**config.mk**
```make
export PLATFORM = sky130hd
export DESIGN_NAME = channel_adder
export DESIGN_NICKNAME = d
export VERILOG_FILES = /design/src/rtl/channel_adder_pkg.sv /design/src/rtl/channel_adder.sv /design/src/rtl/adder_tree.sv /design/src/rtl/channel_sequencer.sv /design/src/rtl/line_buffer.sv
export SDC_FILE = /design/constraint.sdc
export NUM_CORES = 1
export LEC_CHECK = 0
export BUFFER_PORTS_ARGS = -buffer_cell sky130_fd_sc_hd__buf_2
export CORE_ASPECT_RATIO = 1.4
export CORE_MARGIN = 4
export CORE_UTILIZATION = 40
export DETAILED_ROUTE_END_ITERATION = 16
export PLACE_DENSITY = 0.66
export SLEW_MARGIN = 0
export SYNTH_ARGS = -nofsm -noshare
export SYNTH_HDL_FRONTEND = slang
export SYNTH_HIERARCHICAL = 1
export SYNTH_SLANG_ARGS = --single-unit
```
**constraint.sdc**
```tcl
create_clock -name clk -period 65.4 [get_ports clk]
set_input_delay 13.08 -clock clk [delete_from_list [all_inputs] [get_ports clk]]
set_output_delay 13.08 -clock clk [all_outputs]
set_load 0.01 [all_outputs]
```
**src/rtl/channel_adder_pkg.sv**
```systemverilog
package channel_adder_pkg;

  ////////////////////////////////////////
  // Geometry

  // Channels summed into one output sample, a power of two
  localparam int CHANNEL_NUM = 8;

  // One adder level per halving of the channel count
  localparam int TREE_LEVELS = $clog2(CHANNEL_NUM);

  // Samples per channel frame
  localparam int FRAME_LEN = 16;

  ////////////////////////////////////////
  // Data widths

  localparam int PIXEL_WIDTH = 16;

  // One extra bit per tree level keeps the sum exact
  localparam int SUM_WIDTH = PIXEL_WIDTH + TREE_LEVELS;

  localparam int PIXEL_CNT_WIDTH   = $clog2(FRAME_LEN);
  localparam int CHANNEL_CNT_WIDTH = $clog2(CHANNEL_NUM);

  ////////////////////////////////////////
  // Types

  typedef logic signed [PIXEL_WIDTH-1:0] pixel_t;
  typedef logic signed [SUM_WIDTH-1:0]   sum_t;

  typedef logic [PIXEL_CNT_WIDTH-1:0]   pixel_cnt_t;
  typedef logic [CHANNEL_CNT_WIDTH-1:0] channel_cnt_t;

endpackage
```
**src/rtl/channel_adder.sv**
```systemverilog
`timescale 1ns/100ps

module channel_adder
  import channel_adder_pkg::*;
(
  input  logic   clk,
  input  logic   reset,
  input  logic   pixel_valid,
  input  pixel_t pixel,
  output logic   sum_valid,
  output sum_t   sum
);

  ////////////////////////////////////////
  // Line buffer chain

  // Tap k holds the same position from k channels back
  pixel_t                 tap [CHANNEL_NUM];
  logic [CHANNEL_NUM-1:0] tap_valid;

  assign tap[0]       = pixel;
  assign tap_valid[0] = pixel_valid;

  for (genvar k = 0; k < CHANNEL_NUM - 1; k++) begin : g_line
    line_buffer u_line_buffer (
      .clk       (clk),
      .reset     (reset),
      .valid_in  (tap_valid[k]),
      .data_in   (tap[k]),
      .valid_out (tap_valid[k+1]),
      .data_out  (tap[k+1])
    );
  end

  ////////////////////////////////////////
  // Group position

  logic last_channel;

  channel_sequencer u_channel_sequencer (
    .clk          (clk),
    .reset        (reset),
    .pixel_valid  (pixel_valid),
    .last_channel (last_channel)
  );

  ////////////////////////////////////////
  // Tap register

  logic [CHANNEL_NUM*PIXEL_WIDTH-1:0] taps;
  logic                               taps_valid;
  logic                               taps_load;

  // Deepest tap valid also confirms the whole chain has filled
  assign taps_load = pixel_valid && last_channel && tap_valid[CHANNEL_NUM-1];

  always_ff @(posedge clk) begin
    if (reset) begin
      taps_valid <= 1'b0;
    end else begin
      taps_valid <= taps_load;
    end
  end

  always_ff @(posedge clk) begin
    if (taps_load) begin
      for (int k = 0; k < CHANNEL_NUM; k++) begin
        taps[k*PIXEL_WIDTH +: PIXEL_WIDTH] <= tap[k];
      end
    end
  end

  ////////////////////////////////////////
  // Channel sum

  adder_tree u_adder_tree (
    .clk        (clk),
    .reset      (reset),
    .taps_valid (taps_valid),
    .taps       (taps),
    .sum_valid  (sum_valid),
    .sum        (sum)
  );

endmodule

```
**src/rtl/adder_tree.sv**
```systemverilog
`timescale 1ns/100ps

module adder_tree
  import channel_adder_pkg::*;
(
  input  logic                           clk,
  input  logic                           reset,
  input  logic                           taps_valid,
  input  logic [CHANNEL_NUM*PIXEL_WIDTH-1:0] taps,
  output logic                           sum_valid,
  output sum_t                           sum
);

  ////////////////////////////////////////
  // Leaves and level storage

  pixel_t leaf [CHANNEL_NUM];

  // Level l keeps CHANNEL_NUM >> l partial sums, upper entries unused
  sum_t node [1:TREE_LEVELS][CHANNEL_NUM];

  // Bit l-1 marks the results held in level l
  logic [TREE_LEVELS-1:0] level_valid;

  for (genvar i = 0; i < CHANNEL_NUM; i++) begin : g_leaf
    assign leaf[i] = taps[i*PIXEL_WIDTH +: PIXEL_WIDTH];
  end

  ////////////////////////////////////////
  // Adder levels

  for (genvar l = 1; l <= TREE_LEVELS; l++) begin : g_level
    // Operand width of this level and the pairing distance
    localparam int IN_W = PIXEL_WIDTH + l - 1;
    localparam int HALF = CHANNEL_NUM >> l;

    logic in_valid;

    if (l == 1) begin : g_first_valid
      assign in_valid = taps_valid;
    end else begin : g_next_valid
      assign in_valid = level_valid[l-2];
    end

    for (genvar i = 0; i < HALF; i++) begin : g_node
      logic signed [IN_W-1:0] op_a;
      logic signed [IN_W-1:0] op_b;
      logic signed [IN_W:0]   ext_a;
      logic signed [IN_W:0]   ext_b;

      // Element i pairs with element i + HALF
      if (l == 1) begin : g_from_taps
        assign op_a = leaf[i];
        assign op_b = leaf[i+HALF];
      end else begin : g_from_level
        assign op_a = node[l-1][i][IN_W-1:0];
        assign op_b = node[l-1][i+HALF][IN_W-1:0];
      end

      // One guard bit per level, the add cannot wrap
      assign ext_a = op_a;
      assign ext_b = op_b;

      always_ff @(posedge clk) begin
        if (in_valid) begin
          node[l][i] <= ext_a + ext_b;
        end
      end
    end
  end

  ////////////////////////////////////////
  // Valid pipeline

  always_ff @(posedge clk) begin
    if (reset) begin
      level_valid <= '0;
    end else begin
      level_valid <= {level_valid[TREE_LEVELS-2:0], taps_valid};
    end
  end

  assign sum       = node[TREE_LEVELS][0];
  assign sum_valid = level_valid[TREE_LEVELS-1];

endmodule

```
**src/rtl/channel_sequencer.sv**
```systemverilog
`timescale 1ns/100ps

module channel_sequencer
  import channel_adder_pkg::*;
(
  input  logic clk,
  input  logic reset,
  input  logic pixel_valid,
  output logic last_channel
);

  ////////////////////////////////////////
  // Counters

  pixel_cnt_t   pixel_cnt;
  channel_cnt_t channel_cnt;
  logic         frame_end;

  // Last position of the current channel frame
  assign frame_end = pixel_valid && (pixel_cnt == pixel_cnt_t'(FRAME_LEN - 1));

  // Position within the frame, held across gaps
  always_ff @(posedge clk) begin
    if (reset) begin
      pixel_cnt <= '0;
    end else if (pixel_valid) begin
      if (frame_end) begin
        pixel_cnt <= '0;
      end else begin
        pixel_cnt <= pixel_cnt + 1'b1;
      end
    end
  end

  // Channel index within the group
  always_ff @(posedge clk) begin
    if (reset) begin
      channel_cnt <= '0;
    end else if (frame_end) begin
      if (channel_cnt == channel_cnt_t'(CHANNEL_NUM - 1)) begin
        channel_cnt <= '0;
      end else begin
        channel_cnt <= channel_cnt + 1'b1;
      end
    end
  end

  ////////////////////////////////////////
  // Decode

  // High for every sample of the final channel in a group
  assign last_channel = (channel_cnt == channel_cnt_t'(CHANNEL_NUM - 1));

endmodule

```
**src/rtl/line_buffer.sv**
```systemverilog
`timescale 1ns/100ps

module line_buffer
  import channel_adder_pkg::*;
(
  input  logic   clk,
  input  logic   reset,
  input  logic   valid_in,
  input  pixel_t data_in,
  output logic   valid_out,
  output pixel_t data_out
);

  ////////////////////////////////////////
  // Storage

  pixel_t     shift_reg [FRAME_LEN];
  pixel_cnt_t fill_cnt;
  logic       filled;

  // Shifts only on accepted samples, so gaps leave the frame intact
  always_ff @(posedge clk) begin
    if (valid_in) begin
      shift_reg[0] <= data_in;
      for (int k = 1; k < FRAME_LEN; k++) begin
        shift_reg[k] <= shift_reg[k-1];
      end
    end
  end

  ////////////////////////////////////////
  // Fill tracking

  // Counts the first frame in, then stays filled until reset
  always_ff @(posedge clk) begin
    if (reset) begin
      fill_cnt <= '0;
      filled   <= 1'b0;
    end else if (valid_in && !filled) begin
      fill_cnt <= fill_cnt + 1'b1;
      if (fill_cnt == pixel_cnt_t'(FRAME_LEN - 1)) begin
        filled <= 1'b1;
      end
    end
  end

  ////////////////////////////////////////
  // Output

  // Oldest stored word lines up with the sample now at data_in,
  // so the next stage shifts on the same edge and the taps stay aligned
  assign data_out  = shift_reg[FRAME_LEN-1];
  assign valid_out = valid_in && filled;

endmodule

```
# Yosys cells after proc, flatten, opt, wreduce, memory -nomap -nowiden
# Memories as Yosys holds them, arrays and structs flattened. A register that Yosys moved wholly into a read port is not among the register bits.
# Index checks and enable logic that the tools add are counted.
word_totals:
  ff_bits: 174
  inputBits: 19
  output_inout_bits: 20
  latch_bits: 0
  elab_cells: 105
  mem_count: 8
  rom_bits: 0
  ramBits: 2020
op_classes:
  mux: 22
  magnitude_cmp: 0
  n_bitwise: 0
  div: 0
  eq_ne: 9
  n_mul: 0
  n_reduce_logical: 31
  shifts: 0
  add_sub_neg: 16
mem_list:
  columns: ["memory", "words", "word_bits", "rd", "rd_ports_with_merged_regs", "write_ports", "line", "rtl"]
  rows:
  - ["g_line[0].u_line_buffer.shift_reg", 16, 16, 16, 0, 16, "line_buffer.sv:17", "pixel_t shift_reg [FRAME_LEN];"]
  - ["g_line[1].u_line_buffer.shift_reg", 16, 16, 16, 0, 16, "line_buffer.sv:17", null]
  - ["g_line[2].u_line_buffer.shift_reg", 16, 16, 16, 0, 16, "line_buffer.sv:17", null]
  - ["g_line[3].u_line_buffer.shift_reg", 16, 16, 16, 0, 16, "line_buffer.sv:17", null]
  - ["g_line[4].u_line_buffer.shift_reg", 16, 16, 16, 0, 16, "line_buffer.sv:17", null]
  - ["g_line[5].u_line_buffer.shift_reg", 16, 16, 16, 0, 16, "line_buffer.sv:17", null]
  - ["+2 memories", null, null, null, null, null, null, null]
ops:
  columns: ["cell", "count"]
  rows:
  - ["16-bit by 16-bit adder with 17-bit output", 4]
  - ["17-bit by 17-bit adder with 18-bit output", 2]
  - ["4-bit by 1-bit adder with 4-bit output, second input constant", 8]
  - ["4-bit == test, second input constant", 8]
  - ["1-bit 2-to-1 mux", 20]
  - ["18-bit by 18-bit adder with 19-bit output", 1]
  - ["1-bit logical AND", 17]
  - ["2-bit AND reduction", 7]
  - ["1-bit logical NOT", 7]
  - ["4-bit 2-to-1 mux", 1]
  - ["3-bit by 1-bit adder with 3-bit output, second input constant", 1]
  - ["3-bit == test, second input constant", 1]
  - ["3-bit 2-to-1 mux", 1]

# Longest topological paths before layout
# Gate-level depths: netlist (run 1).
depth:
  depth_word: 8
  depth_mapped: 9
  mapped_depth_nobuf: 9

# Hierarchy
# The synthesis (run 1) kept the hierarchy.
modules_own_cells:
  columns: ["module", "seq_area_each_um2", "area_each_um2", "instances", "cells_each"]
  rows:
  - ["line_buffer", 7787.5, 8027.7, 7, 293]
  - ["adder_tree", 3753.6, 8923.6, 1, 830]
  - ["channel_adder", 3863.7, 3880.0, 1, 131]
  - ["channel_sequencer", 140.1, 319.1, 1, 32]

# Worst setup path after synthesis (run 1)
# OpenSTA, ideal clock, no wires.
synth_path:
  kind: "input port to flip-flop"
  startpoint: "input port pixel_valid"
  endpoint: "register taps[0], enable pin"
  path_buffers: 0
  t_arrival_ns: 37.159
  cell_stages: 8
  required_ns: 64.897
  setup_time_ns: 0.503
  path_slack_ns: 27.738
  cell_sequence: "and2_2 and2_2 and2_2 and2_2 and2_2 and2_2 and2_2 and3_1"
synth_via:
  elab_chain_len: 8
  word_cells_on_any_way: 9
  classes_between: "reduce/logical (9)"
synth_lines:
  columns: ["item", "line", "rtl"]
  rows:
  - ["start: declaration", "channel_adder.sv:8", "input logic pixel_valid,"]
  - ["1-bit logical AND (2 in a row)", "line_buffer.sv:53", "assign valid_out = valid_in && filled;"]
  - ["via tap_valid[2]", "channel_adder.sv:19", "logic [CHANNEL_NUM-1:0] tap_valid;"]
  - ["1-bit logical AND", "line_buffer.sv:53", null]
  - ["via tap_valid[3]", "channel_adder.sv:19", null]
  - ["1-bit logical AND", "line_buffer.sv:53", null]
  - ["via tap_valid[4]", "channel_adder.sv:19", null]
  - ["1-bit logical AND", "line_buffer.sv:53", null]
  - ["via tap_valid[5]", "channel_adder.sv:19", null]
  - ["1-bit logical AND", "line_buffer.sv:53", null]
  - ["via tap_valid[6]", "channel_adder.sv:19", null]
  - ["1-bit logical AND", "line_buffer.sv:53", null]
  - ["via tap_valid[7]", "channel_adder.sv:19", null]
  - ["1-bit logical AND", "channel_adder.sv:55", "assign taps_load = pixel_valid && last_channel && tap_valid[CHANNEL_NUM-1];"]
  - ["via taps_load", "channel_adder.sv:52", "logic taps_load;"]
  - ["end signal: indexed assignment", "channel_adder.sv:68", "taps[k*PIXEL_WIDTH +: PIXEL_WIDTH] <= tap[k];"]
  - ["end: declaration", "channel_adder.sv:50", "logic [CHANNEL_NUM*PIXEL_WIDTH-1:0] taps;"]
# The timed path passes the listed nets, and every way through them passes these cells.
# A chain may end at the register's enable or synchronous reset.

# Worst setup path after layout (run 1)
layout_path:
  startpoint: "input port pixel_valid"
  endpoint: "register taps[49], enable pin"
layout_via:
  elab_chain_len: 8
  word_cells_on_any_way: 9
  classes_between: "reduce/logical (9)"
layout_lines:
  columns: ["item", "line"]
  rows:
  - ["1-bit logical AND", "line_buffer.sv:53"]
  - ["via tap_valid[1]", "channel_adder.sv:19"]
  - ["1-bit logical AND", "line_buffer.sv:53"]
  - ["via tap_valid[2]", "channel_adder.sv:19"]
  - ["1-bit logical AND", "line_buffer.sv:53"]
  - ["via tap_valid[3]", "channel_adder.sv:19"]
  - ["1-bit logical AND", "line_buffer.sv:53"]
  - ["via tap_valid[4]", "channel_adder.sv:19"]
  - ["1-bit logical AND", "line_buffer.sv:53"]
  - ["via tap_valid[5]", "channel_adder.sv:19"]
  - ["1-bit logical AND", "line_buffer.sv:53"]
  - ["via tap_valid[6]", "channel_adder.sv:19"]
  - ["1-bit logical AND", "line_buffer.sv:53"]
  - ["via tap_valid[7]", "channel_adder.sv:19"]
  - ["1-bit logical AND", "channel_adder.sv:55"]
  - ["via taps_load", "channel_adder.sv:52"]
# The timed path passes the listed nets, and every way through them passes these cells.

==> key figures, run 1 <==
Critical path
  – Startpoint types: primary input
  – Critical Path AT: 19.71 ns
  – FF-to-FF Start: g_line[0].u_line_buffer/filled
  – Reg2reg path depth: 9
  – Crit path max fanout: 125
  – R2R Setup Slk: 58.78 ns
  – Critical Path Source: pixel_valid
  – Setup crit end kind: flip-flop
  – Crit path required time: 65.80 ns
  – FF-to-FF End: taps[49]
  – Crit path kind: in2reg

Global routing
  – Number of global-route vias before repair: 25510
  – First-pass GRT wire length: 147.5 mm
  – Grt ovf: 0
  – Tot GR Track Use: 0.1047
  – Largest net degree at the start of global routing: 183
  – Initial antenna violation count: 8

Synth
  – Primary FF master, synth: edfxtp_1
  – Yosys reg bits: 2089
  – Cells after Synth: 3044
  – Most frequent cell after synthesis: edfxtp_1
  – Post-synthesis net count: 3196
  – Dominant cell type by area after synthesis: edfxtp_1
  – Share of the synthesized area in the top cell type: 0.8851
  – Synth unique cells: 64
  – Mapped cell area: 0.06932 mm2
  – Yosys Warn Count: 6
  – Number of synthesized flops with an enable pin: 2043
  – Sequential area share after synthesis: 0.8983
  – Syn avg cell area: 22.77 um2
  – Post-synth ARST share: 0
  – Top cells by area, synth: edfxtp_1 (89%), ha_1 (2.3%), dfxtp_1 (1.3%)
  – Top post-synthesis cells by count: edfxtp_1 (2043), ha_1 (126), buf_4 (112)

Worst hold path
  – Hold Path End: g_line[3].u_line_buffer/shift_reg[1][2]
  – Hold path start: g_line[3].u_line_buffer/shift_reg[0][114]
  – Hold Crit Class: reg2reg
  – Hold path depth: 0

CTS
  – Clk_lat worst skew: 0.78 ns
  – CTS tree: yes
  – Number of gates resized after CTS: 0
  – Hold-fix buffers at CTS: 0
  – CTS Buf Count: 185
  – Clk slew on worst S/H paths: 0.06 ns
  – H-tree Lvls: 4
  – Clock Tree Root: clkbuf_16
  – CTS sink cnt: 2089
  – CTS Buffer Depth: 3
  – Buffer count from post-CTS setup fixing: 0

Cells and area
  – Core Util, Final: 0.4511
  – Nets: 3323
  – Layout area overhead: 11.97%
  – Area of the multi-input gates: 0.006095 mm2
  – Max FFs per register: 1792
  – Storage cell area: 0.06227 mm2
  – Ratio of cells with drive above 1 in the final layout: 0.1058
  – Design Area, Final: 0.07761 mm2
  – Antenna diodes: 0
  – Fill count: 14160

Die
  – Initial Utilization: 0.4029
  – I/O pins: 39
  – Die X: 359.8 um
  – Row count: 180
  – Die area: 0.1801 mm2
  – Die Ht: 500.6 um
  – Placeable Area: 0.1721 mm2

Outcome
  – Status: finished clean

Power and ir drop
  – Pleak: 22.09 nW
  – Pwr Total: 2.518 mW
  – Max IR drop VDD: 29.83 uV
  – Pwr per Cell Area: 32.44 mW/mm2

Timing
  – Slew of the pin with the lowest slew margin: 1.171 ns
  – Final-report max-slew violation count: 0
  – Post-layout minimum cycle time: 19.31 ns
  – Final Skew: 0.02030 ns
  – Final Hold Violating Endpoints: 0
  – Tcrit/Tclk final: 0.2953
  – Final setup fails: 0
  – Setup TNS: 0 ns
  – Slew margin rel.: 0.2196
  – RSZ-0062 raised after global routing: false
  – F_max: 51.78 MHz

Flow run
  – Max-cap viol count: 0

Place
  – DP Area: 0.07170 mm2
  – HPWL Detailed: 54.54 mm
  – Gpl congestion: 0.7956
  – Port Buffers: 38

Route
  – WL/cell: 17.20 um
  – ANT nets after route: 0
  – Detailed Route Iter0 Violations: 2381
  – Final WL: 96.35 mm
  – Vias: 26290
  – Via density: 4.695
  – First-pass DRT Iterations: 5
  – # DRC: 0
==> how the worst max path moves through the flow <==
| stage | end | slack, ns | cells after the start |
|---|---|---|---|
| finish | taps[49] | 46.09 | 10 |
| global route | taps[55] | 45.61 | 10 |
| CTS | taps[32] | 46.04 | 10 |
| detailed placement | taps[112] | 45.11 | 10 |
| global placement | taps[112] | 45.36 | 10 |
| floorplan | taps[0] | 27.74 | 8 |
==> worst max-delay path, cell delays in order <==
cell and delay [ns]:
buf_8 0.65, and2_4 0.59, and2_4 0.65, and2_4 0.61, and2_4 0.50, and2_4 0.52
and2_4 0.87, and2_2 0.34, and3_4 0.85, buf_4 0.81
==> cell type report <==
cell class	instances	area share
Clock buffer	244	0.06547
Clock inverter	98	0.01069
Inverter	28	0.001354
Multi-Input combinational cell	810	0.07853
Sequential cell	2089	0.8024
Tap cell	2275	0.03668
Timing Repair Buffer	57	0.004901
==> where the power goes <==
part,switching [mW],internal (mW),total (mW),leakage (nW)
clock,0.454,0.595,1.05,2.90
combinational,0.00416,0.000995,0.00516,2.98
sequential,0.00276,1.46,1.46,16.2
==> kinds of logic (layout without fill, tap and decap cells) <==
kind of cell,after synthesis,count (layout),synth area share
mux,18,18,0.002726
fa+ha+maj,133,133,0.02477
buf+inv,145,427,0.01392
flops,2089,2089,0.8983
compound gates,276,276,0.02588
xor+xnor,108,108,0.01365
simple gates,275,275,0.02072
==> cell usage in the layout, fill, tap and decap left out, types with 32 or more instances in the layout <==
master     count
a21o_1        32
clkbuf_16    193
edfxtp_1    2043
dfxtp_1       45
a21oi_1       92
xnor2_1       73
nor2_1        92
clkinv_2      40
o21ai_0       43
buf_2         37
nand2_1       46
ha_1         126
xor2_1        35
clkbuf_1      45
==> metrics by stage <==
step	hold WS, ns	instances	worst slack (ns)
2_1_floorplan	0.4003	3044	27.74
6_report	0.4046	5601	46.09
4_1_cts	0.4048	5601	46.04
3_5_place_dp	0.4045	5259	45.11
3_3_place_gp	0.4002	5259	45.36
5_1_grt	0.4033	5601	45.61
==> per-layer routing <==
layer,up-vias,share of wire,GRT usage
li1,12190,-,-
met1,13400,0.47,0.1502
met2,530,0.46,0.1596
met3,180,0.048,0.02437
met4,0,0.024,0.03393
met5,-,0,0
Note: power is estimated with default switching activity, not from simulation.
==> inputs of run 2 (changes only) <==
Clock period 65.4 ns to 19.4 ns, I/O delays scaled along.
==> key figures, run 2 (same netlist as run 1, synthesis figures left out) <==
Cells and area
  – Max FFs per register: 1792 (unchanged)
  – Most common cell after layout, fill and taps aside: edfxtp_1
  – Fill count: 14130 (-0.15%)
  – Ratio of cells with drive above 1 in the final layout: 0.1039 (-0.001898)
  – Most frequent cells in the layout: edfxtp_1 (2043), clkbuf_16 (185), ha_1 (126)
  – Layout area overhead: 12.05% (about the same)
  – Nets: 3324 (+0.030%)

Critical path
  – Crit path depth: 10 (unchanged)
  – FF-to-FF End: taps[49]
  – FF-to-FF Start: g_line[0].u_line_buffer/filled
  – Most frequent CP cell: and2_4
  – CP Cell Sequence: buf_8, and2_4, and2_4, and2_4, and2_4, and2_4, and2_4, and2_2, and3_4, buf_4
  – Crit path kind: in2reg
  – Critical Path AT: 10.71 ns (-9.00 ns)
  – WP buf/inv: 2 (unchanged)
  – Reg2reg path depth: 9 (unchanged)
  – Setup crit end kind: flip-flop
  – Startpoint types: primary input
  – Crit-path leading delay family: simple AND/OR/NAND/NOR gates
  – Max incr delay on CP: 0.84 ns (-0.03 ns)
  – Critical Path Source: pixel_valid
  – Crit path max fanout: 93 (-26%)
  – Crit path required time: 19.82 ns (-45.98 ns)
  – R2R Setup Slk: 12.49 ns (-46.29 ns)
  – CP max stage cell: and3_4
  – Setup crit end: taps[49]

Die
  – I/O pins: 39 (unchanged)
  – Row count: 180 (unchanged)
  – Die X: 359.8 um (unchanged)
  – Die area: 0.1801 mm2 (unchanged)
  – Initial Utilization: 0.4029 (unchanged)
  – Die Ht: 500.6 um (unchanged)
  – Placeable Area: 0.1721 mm2 (unchanged)

CTS
  – CTS tree: yes
  – Clk_lat worst skew: 0.80 ns (+0.02 ns)
  – CTS Buf Count: 185 (unchanged)
  – H-tree Lvls: 4 (unchanged)
  – Number of gates resized after CTS: 0 (unchanged)
  – Buffer count from post-CTS setup fixing: 0 (unchanged)
  – Clk slew on worst S/H paths: 0.06 ns (about the same)
  – Clock Tree Root: clkbuf_16
  – CTS Buffer Depth: 3 (unchanged)
  – Hold-fix buffers at CTS: 0 (unchanged)
  – CTS sink cnt: 2089 (unchanged)

Timing
  – Slew margin rel.: 0.2513 (+0.03170)
  – Final-report max-slew violation count: 0 (unchanged)
  – RSZ-0062 raised after global routing: false
  – Final setup fails: 0 (unchanged)
  – Final Skew: 0.02310 ns (+0.002798 ns)
  – Tcrit/Tclk final: 0.5303
  – Final Hold Violating Endpoints: 0 (unchanged)
  – Slew of the pin with the lowest slew margin: 1.095 ns (-0.07586 ns)
  – Final hold slack: 0.3976 ns (-0.007078 ns)
  – Post-layout minimum cycle time: 10.29 ns
  – F_max: 97.21 MHz

Outcome
  – Status: finished clean

Power and ir drop
  – Pwr Total: 8.501 mW (+240%)
  – Max IR drop VDD: 89.92 uV (+200%)
  – Pleak: 22.09 nW (about the same)
  – Pwr per Cell Area: 109.5 mW/mm2 (+240%)

Flow run
  – Max-cap viol count: 0 (unchanged)

Global routing
  – Number of global-route vias before repair: 25830 (+1.3%)
  – Tot GR Track Use: 0.1037 (-0.0009460)
  – Initial antenna violation count: 11 (+3)
  – First-pass GRT wire length: 146.6 mm (-0.60%)
  – Largest net degree at the start of global routing: 183 (unchanged)
  – Grt ovf: 0 (unchanged)

Route
  – First-pass DRT Iterations: 5 (unchanged)
  – Final WL: 95.27 mm (-1.1%)
  – Via density: 4.710 (+0.34%)
  – WL/cell: 17.00 um (-1.2%)
  – Vias: 26400 (+0.41%)
  – Detailed Route Iter0 Violations: 2543 (+6.8%)
  – # DRC: 0 (unchanged)
  – ANT nets after route: 0 (unchanged)

Worst hold path
  – Hold Crit Class: reg2reg
  – Hold path start: g_line[6].u_line_buffer/shift_reg[1][51]
  – Hold path depth: 0 (unchanged)

Place
  – HPWL Detailed: 53.19 mm (-2.5%)
  – Gpl congestion: 0.8206 (+3.1%)
  – Port Buffers: 38 (unchanged)
[run 2: cell types whose count changed in the layout (fill, tap and decap cells not counted), sizes merged]
cell and delta:
bufinv +1, diode +1, clkinv +3, clkinvlp -1, clkbuf -4, buf +1
inv +3
[run 2: per-layer routing]
metal  GRT usage  vias up  wire length, um
met5           0        -                0
met4     0.03994        0             2754
met3     0.02170      203             5033
met2      0.1572      590            43210
met1      0.1486    13410            44270
li1            -    12200                -
[run 2: metrics by stage]
step           std cells    util  area (um2)   TNS, ns  worst slack (ns)
2_1_floorplan       3044       -       69320  -2282.35            -6.119
3_3_place_gp        5260  0.4167       71700         0             8.411
5_1_grt             5604  0.4514       77660         0             8.581
6_report            5605  0.4514       77670         0             9.113
3_5_place_dp        5260  0.4167       71700         0             8.107
4_1_cts             5604  0.4514       77660         0             9.046
[run 2: where the power goes]
group	switching (mW)	total [mW]	internal (mW)	leakage, nW
Combinational	0.0143	0.0178	0.00348	2.99
Clock	1.57	3.55	1.98	2.90
Sequential	0.00968	4.93	4.92	16.2
Total	1.59	8.50	6.91	22.1
[run 2: layout make-up]
class	instances	area (um2)	area share
sequential	2089	62270	0.8018
multi-input combinational	810	6095	0.07847
clock buffer	240	4906	0.06317
tap	2275	2846	0.03665
inverter	28	105.1	0.001353
timing repair buffer	58	375.4	0.004833
clock inverter	104	1064	0.01369
antenna	1	2.502	0.00003222
[run 2: worst min-delay path by stage]
stage	to	slack [ns]
after CTS	g_line[1].u_line_buffer/shift_reg[0][102]	0.40
after detailed placement	g_line[0].u_line_buffer/shift_reg[0][113]	0.40
final	g_line[6].u_line_buffer/shift_reg[1][67]	0.40
after floorplan	g_line[0].u_line_buffer/shift_reg[0][100]	0.40
after global routing	g_line[5].u_line_buffer/shift_reg[0][62]	0.40
after global placement	g_line[0].u_line_buffer/shift_reg[1][98]	0.40
==> inputs of run 3 (changes only) <==
Settings changed: PLACE_DENSITY 0.66 to 0.69.
Clock period 19.4 ns to 8.8 ns, I/O delays scaled along.
==> key figures, run 3 (same netlist as run 1, synthesis figures left out) <==
Timing
  – Setup TNS: 0 ns (unchanged)
  – Final Hold Violating Endpoints: 0 (unchanged)
  – Final Skew: 0.03112 ns (+0.008021 ns)
  – Final setup fails: 0 (unchanged)
  – Tcrit/Tclk final: 0.6886
  – Post-layout minimum cycle time: 6.060 ns
  – RSZ-0062 raised after global routing: false
  – Final hold slack: 0.3925 ns (-0.005095 ns)
  – F_max: 165.0 MHz
  – Slew of the pin with the lowest slew margin: 1.113 ns (+0.01867 ns)
  – Final-report max-slew violation count: 0 (unchanged)
  – Slew margin rel.: 0.2577 (+0.006424)

Critical path
  – Startpoint types: primary input
  – Setup crit end kind: flip-flop
  – Crit path max fanout: 177 (+90%)
  – Crit path kind: in2reg
  – Critical Path AT: 6.45 ns (-4.26 ns)
  – R2R Setup Slk: 3.70 ns (-8.79 ns)
  – Crit path required time: 9.19 ns (-10.63 ns)

Die
  – Row count: 180 (unchanged)
  – I/O pins: 39 (unchanged)
  – Die X: 359.8 um (unchanged)
  – Die Ht: 500.6 um (unchanged)
  – Die area: 0.1801 mm2 (unchanged)
  – Initial Utilization: 0.4029 (unchanged)
  – Placeable Area: 0.1721 mm2 (unchanged)

Power and ir drop
  – Pleak: 22.15 nW (+0.27%)
  – Pwr per Cell Area: 242.8 mW/mm2 (+120%)
  – Max IR drop VDD: 212.7 uV (+140%)

CTS
  – CTS tree: yes
  – Clk slew on worst S/H paths: 0.06 ns (about the same)
  – Buffer count from post-CTS setup fixing: 0 (unchanged)
  – CTS Buf Count: 180 (-2.7%)
  – Number of gates resized after CTS: 0 (unchanged)
  – Hold-fix buffers at CTS: 0 (unchanged)
  – CTS Buffer Depth: 3 (unchanged)
  – CTS sink cnt: 2089 (unchanged)
  – H-tree Lvls: 4 (unchanged)
  – Clock Tree Root: clkbuf_16
  – Clk_lat worst skew: 0.80 ns (about the same)

Route
  – Via density: 4.723 (+0.27%)
  – ANT nets after route: 0 (unchanged)
  – WL/cell: 17.56 um (+3.3%)
  – # DRC: 0 (unchanged)
  – Vias: 26430 (+0.11%)
  – Detailed Route Iter0 Violations: 2234 (-12%)
  – Final WL: 98.28 mm (+3.2%)
  – First-pass DRT Iterations: 6 (+1)

Cells and area
  – Ratio of cells with drive above 1 in the final layout: 0.1078 (+0.003896)
  – Nets: 3321 (-0.090%)
  – Design Area, Final: 0.07781 mm2 (+0.18%)
  – Most common cell after layout, fill and taps aside: edfxtp_1
  – Layout area overhead: 12.25%
  – Max FFs per register: 1792 (unchanged)
  – Most frequent cells in the layout: edfxtp_1 (2043), clkbuf_16 (182), ha_1 (126)
  – Core Util, Final: 0.4522 (+0.0008210)
  – Final Non-Filler Cells: 5596 (-0.16%)

Global routing
  – Grt ovf: 0 (unchanged)
  – Tot GR Track Use: 0.1072 (+0.003433)
  – First-pass GRT wire length: 150.0 mm (+2.3%)
  – Number of global-route vias before repair: 25960 (+0.51%)
  – Initial antenna violation count: 13 (+2)
  – Largest net degree at the start of global routing: 178 (-2.7%)

Worst hold path
  – Hold Crit Class: reg2reg

Place
  – HPWL Detailed: 56.37 mm (+6.0%)
  – Gpl congestion: 0.8198 (about the same)
  – Port Buffers: 38 (unchanged)
  – Placed cell count: 5262 (+0.038%)
  – DP Area: 0.07172 mm2 (about the same)

Flow run
  – Max-cap viol count: 0 (unchanged)

Outcome
  – Status: finished clean
run 3: cell types whose count changed in the layout (fill, tap and decap cells not counted), sizes merged:
cell / previous run / this run
inv: 40 / 39
clkinvlp: 5 / 8
bufinv: 13 / 22
clkinv: 74 / 78
clkbuf: 240 / 214
buf: 58 / 60
run 3: critical path, stage by stage:
cell,delay [ns]
buf_8,0.31
and2_4,0.48
and2_4,0.23
and2_4,0.42
and2_4,0.52
and2_4,0.67
and2_4,0.28
buf_4,0.74
buf_12,0.60
run 3: report_power, final:
group	internal, mW	leakage [nW]	switching [mW]
sequential	10.9	16.2	0.0234
clock	4.53	2.95	3.45
combinational	0.00769	3.00	0.0374
run 3: metal layers:
metal,wire [um],global-route usage
met1,43630,0.1488
met3,5552,0.02359
met5,0,0
met2,46060,0.1671
met4,3036,0.04062
run 3: stage by stage:
stage               total power, mW  worst slack (ns)
floorplan                     11.09            -14.60
global placement              11.13             2.062
detailed placement            11.14             1.876
CTS                           19.13             2.799
global route                  19.58             2.454
finish                        18.89             2.740
run 3: layout make-up:
class | instances | area, um2
fill | 13990 | 94260
sequential | 2089 | 62270
multi-input combinational | 810 | 6095
clock buffer | 214 | 4725
tap | 2275 | 2846
clock inverter | 119 | 1359
timing repair buffer | 60 | 402.9
inverter | 28 | 105.1
antenna | 1 | 2.502
run 3: path summary, 6_finish.rpt:
check / start / to / cells after the start
worst max-delay path: pixel_valid / g_line[6].u_line_buffer/shift_reg[1][11] / 9
worst min-delay path: g_line[2].u_line_buffer/shift_reg[1][3] / g_line[2].u_line_buffer/shift_reg[1][19] / 0
worst max register to register: g_line[0].u_line_buffer/filled / g_line[6].u_line_buffer/shift_reg[1][11] / 8
worst min register to register: g_line[2].u_line_buffer/shift_reg[1][3] / g_line[2].u_line_buffer/shift_reg[1][19] / 0
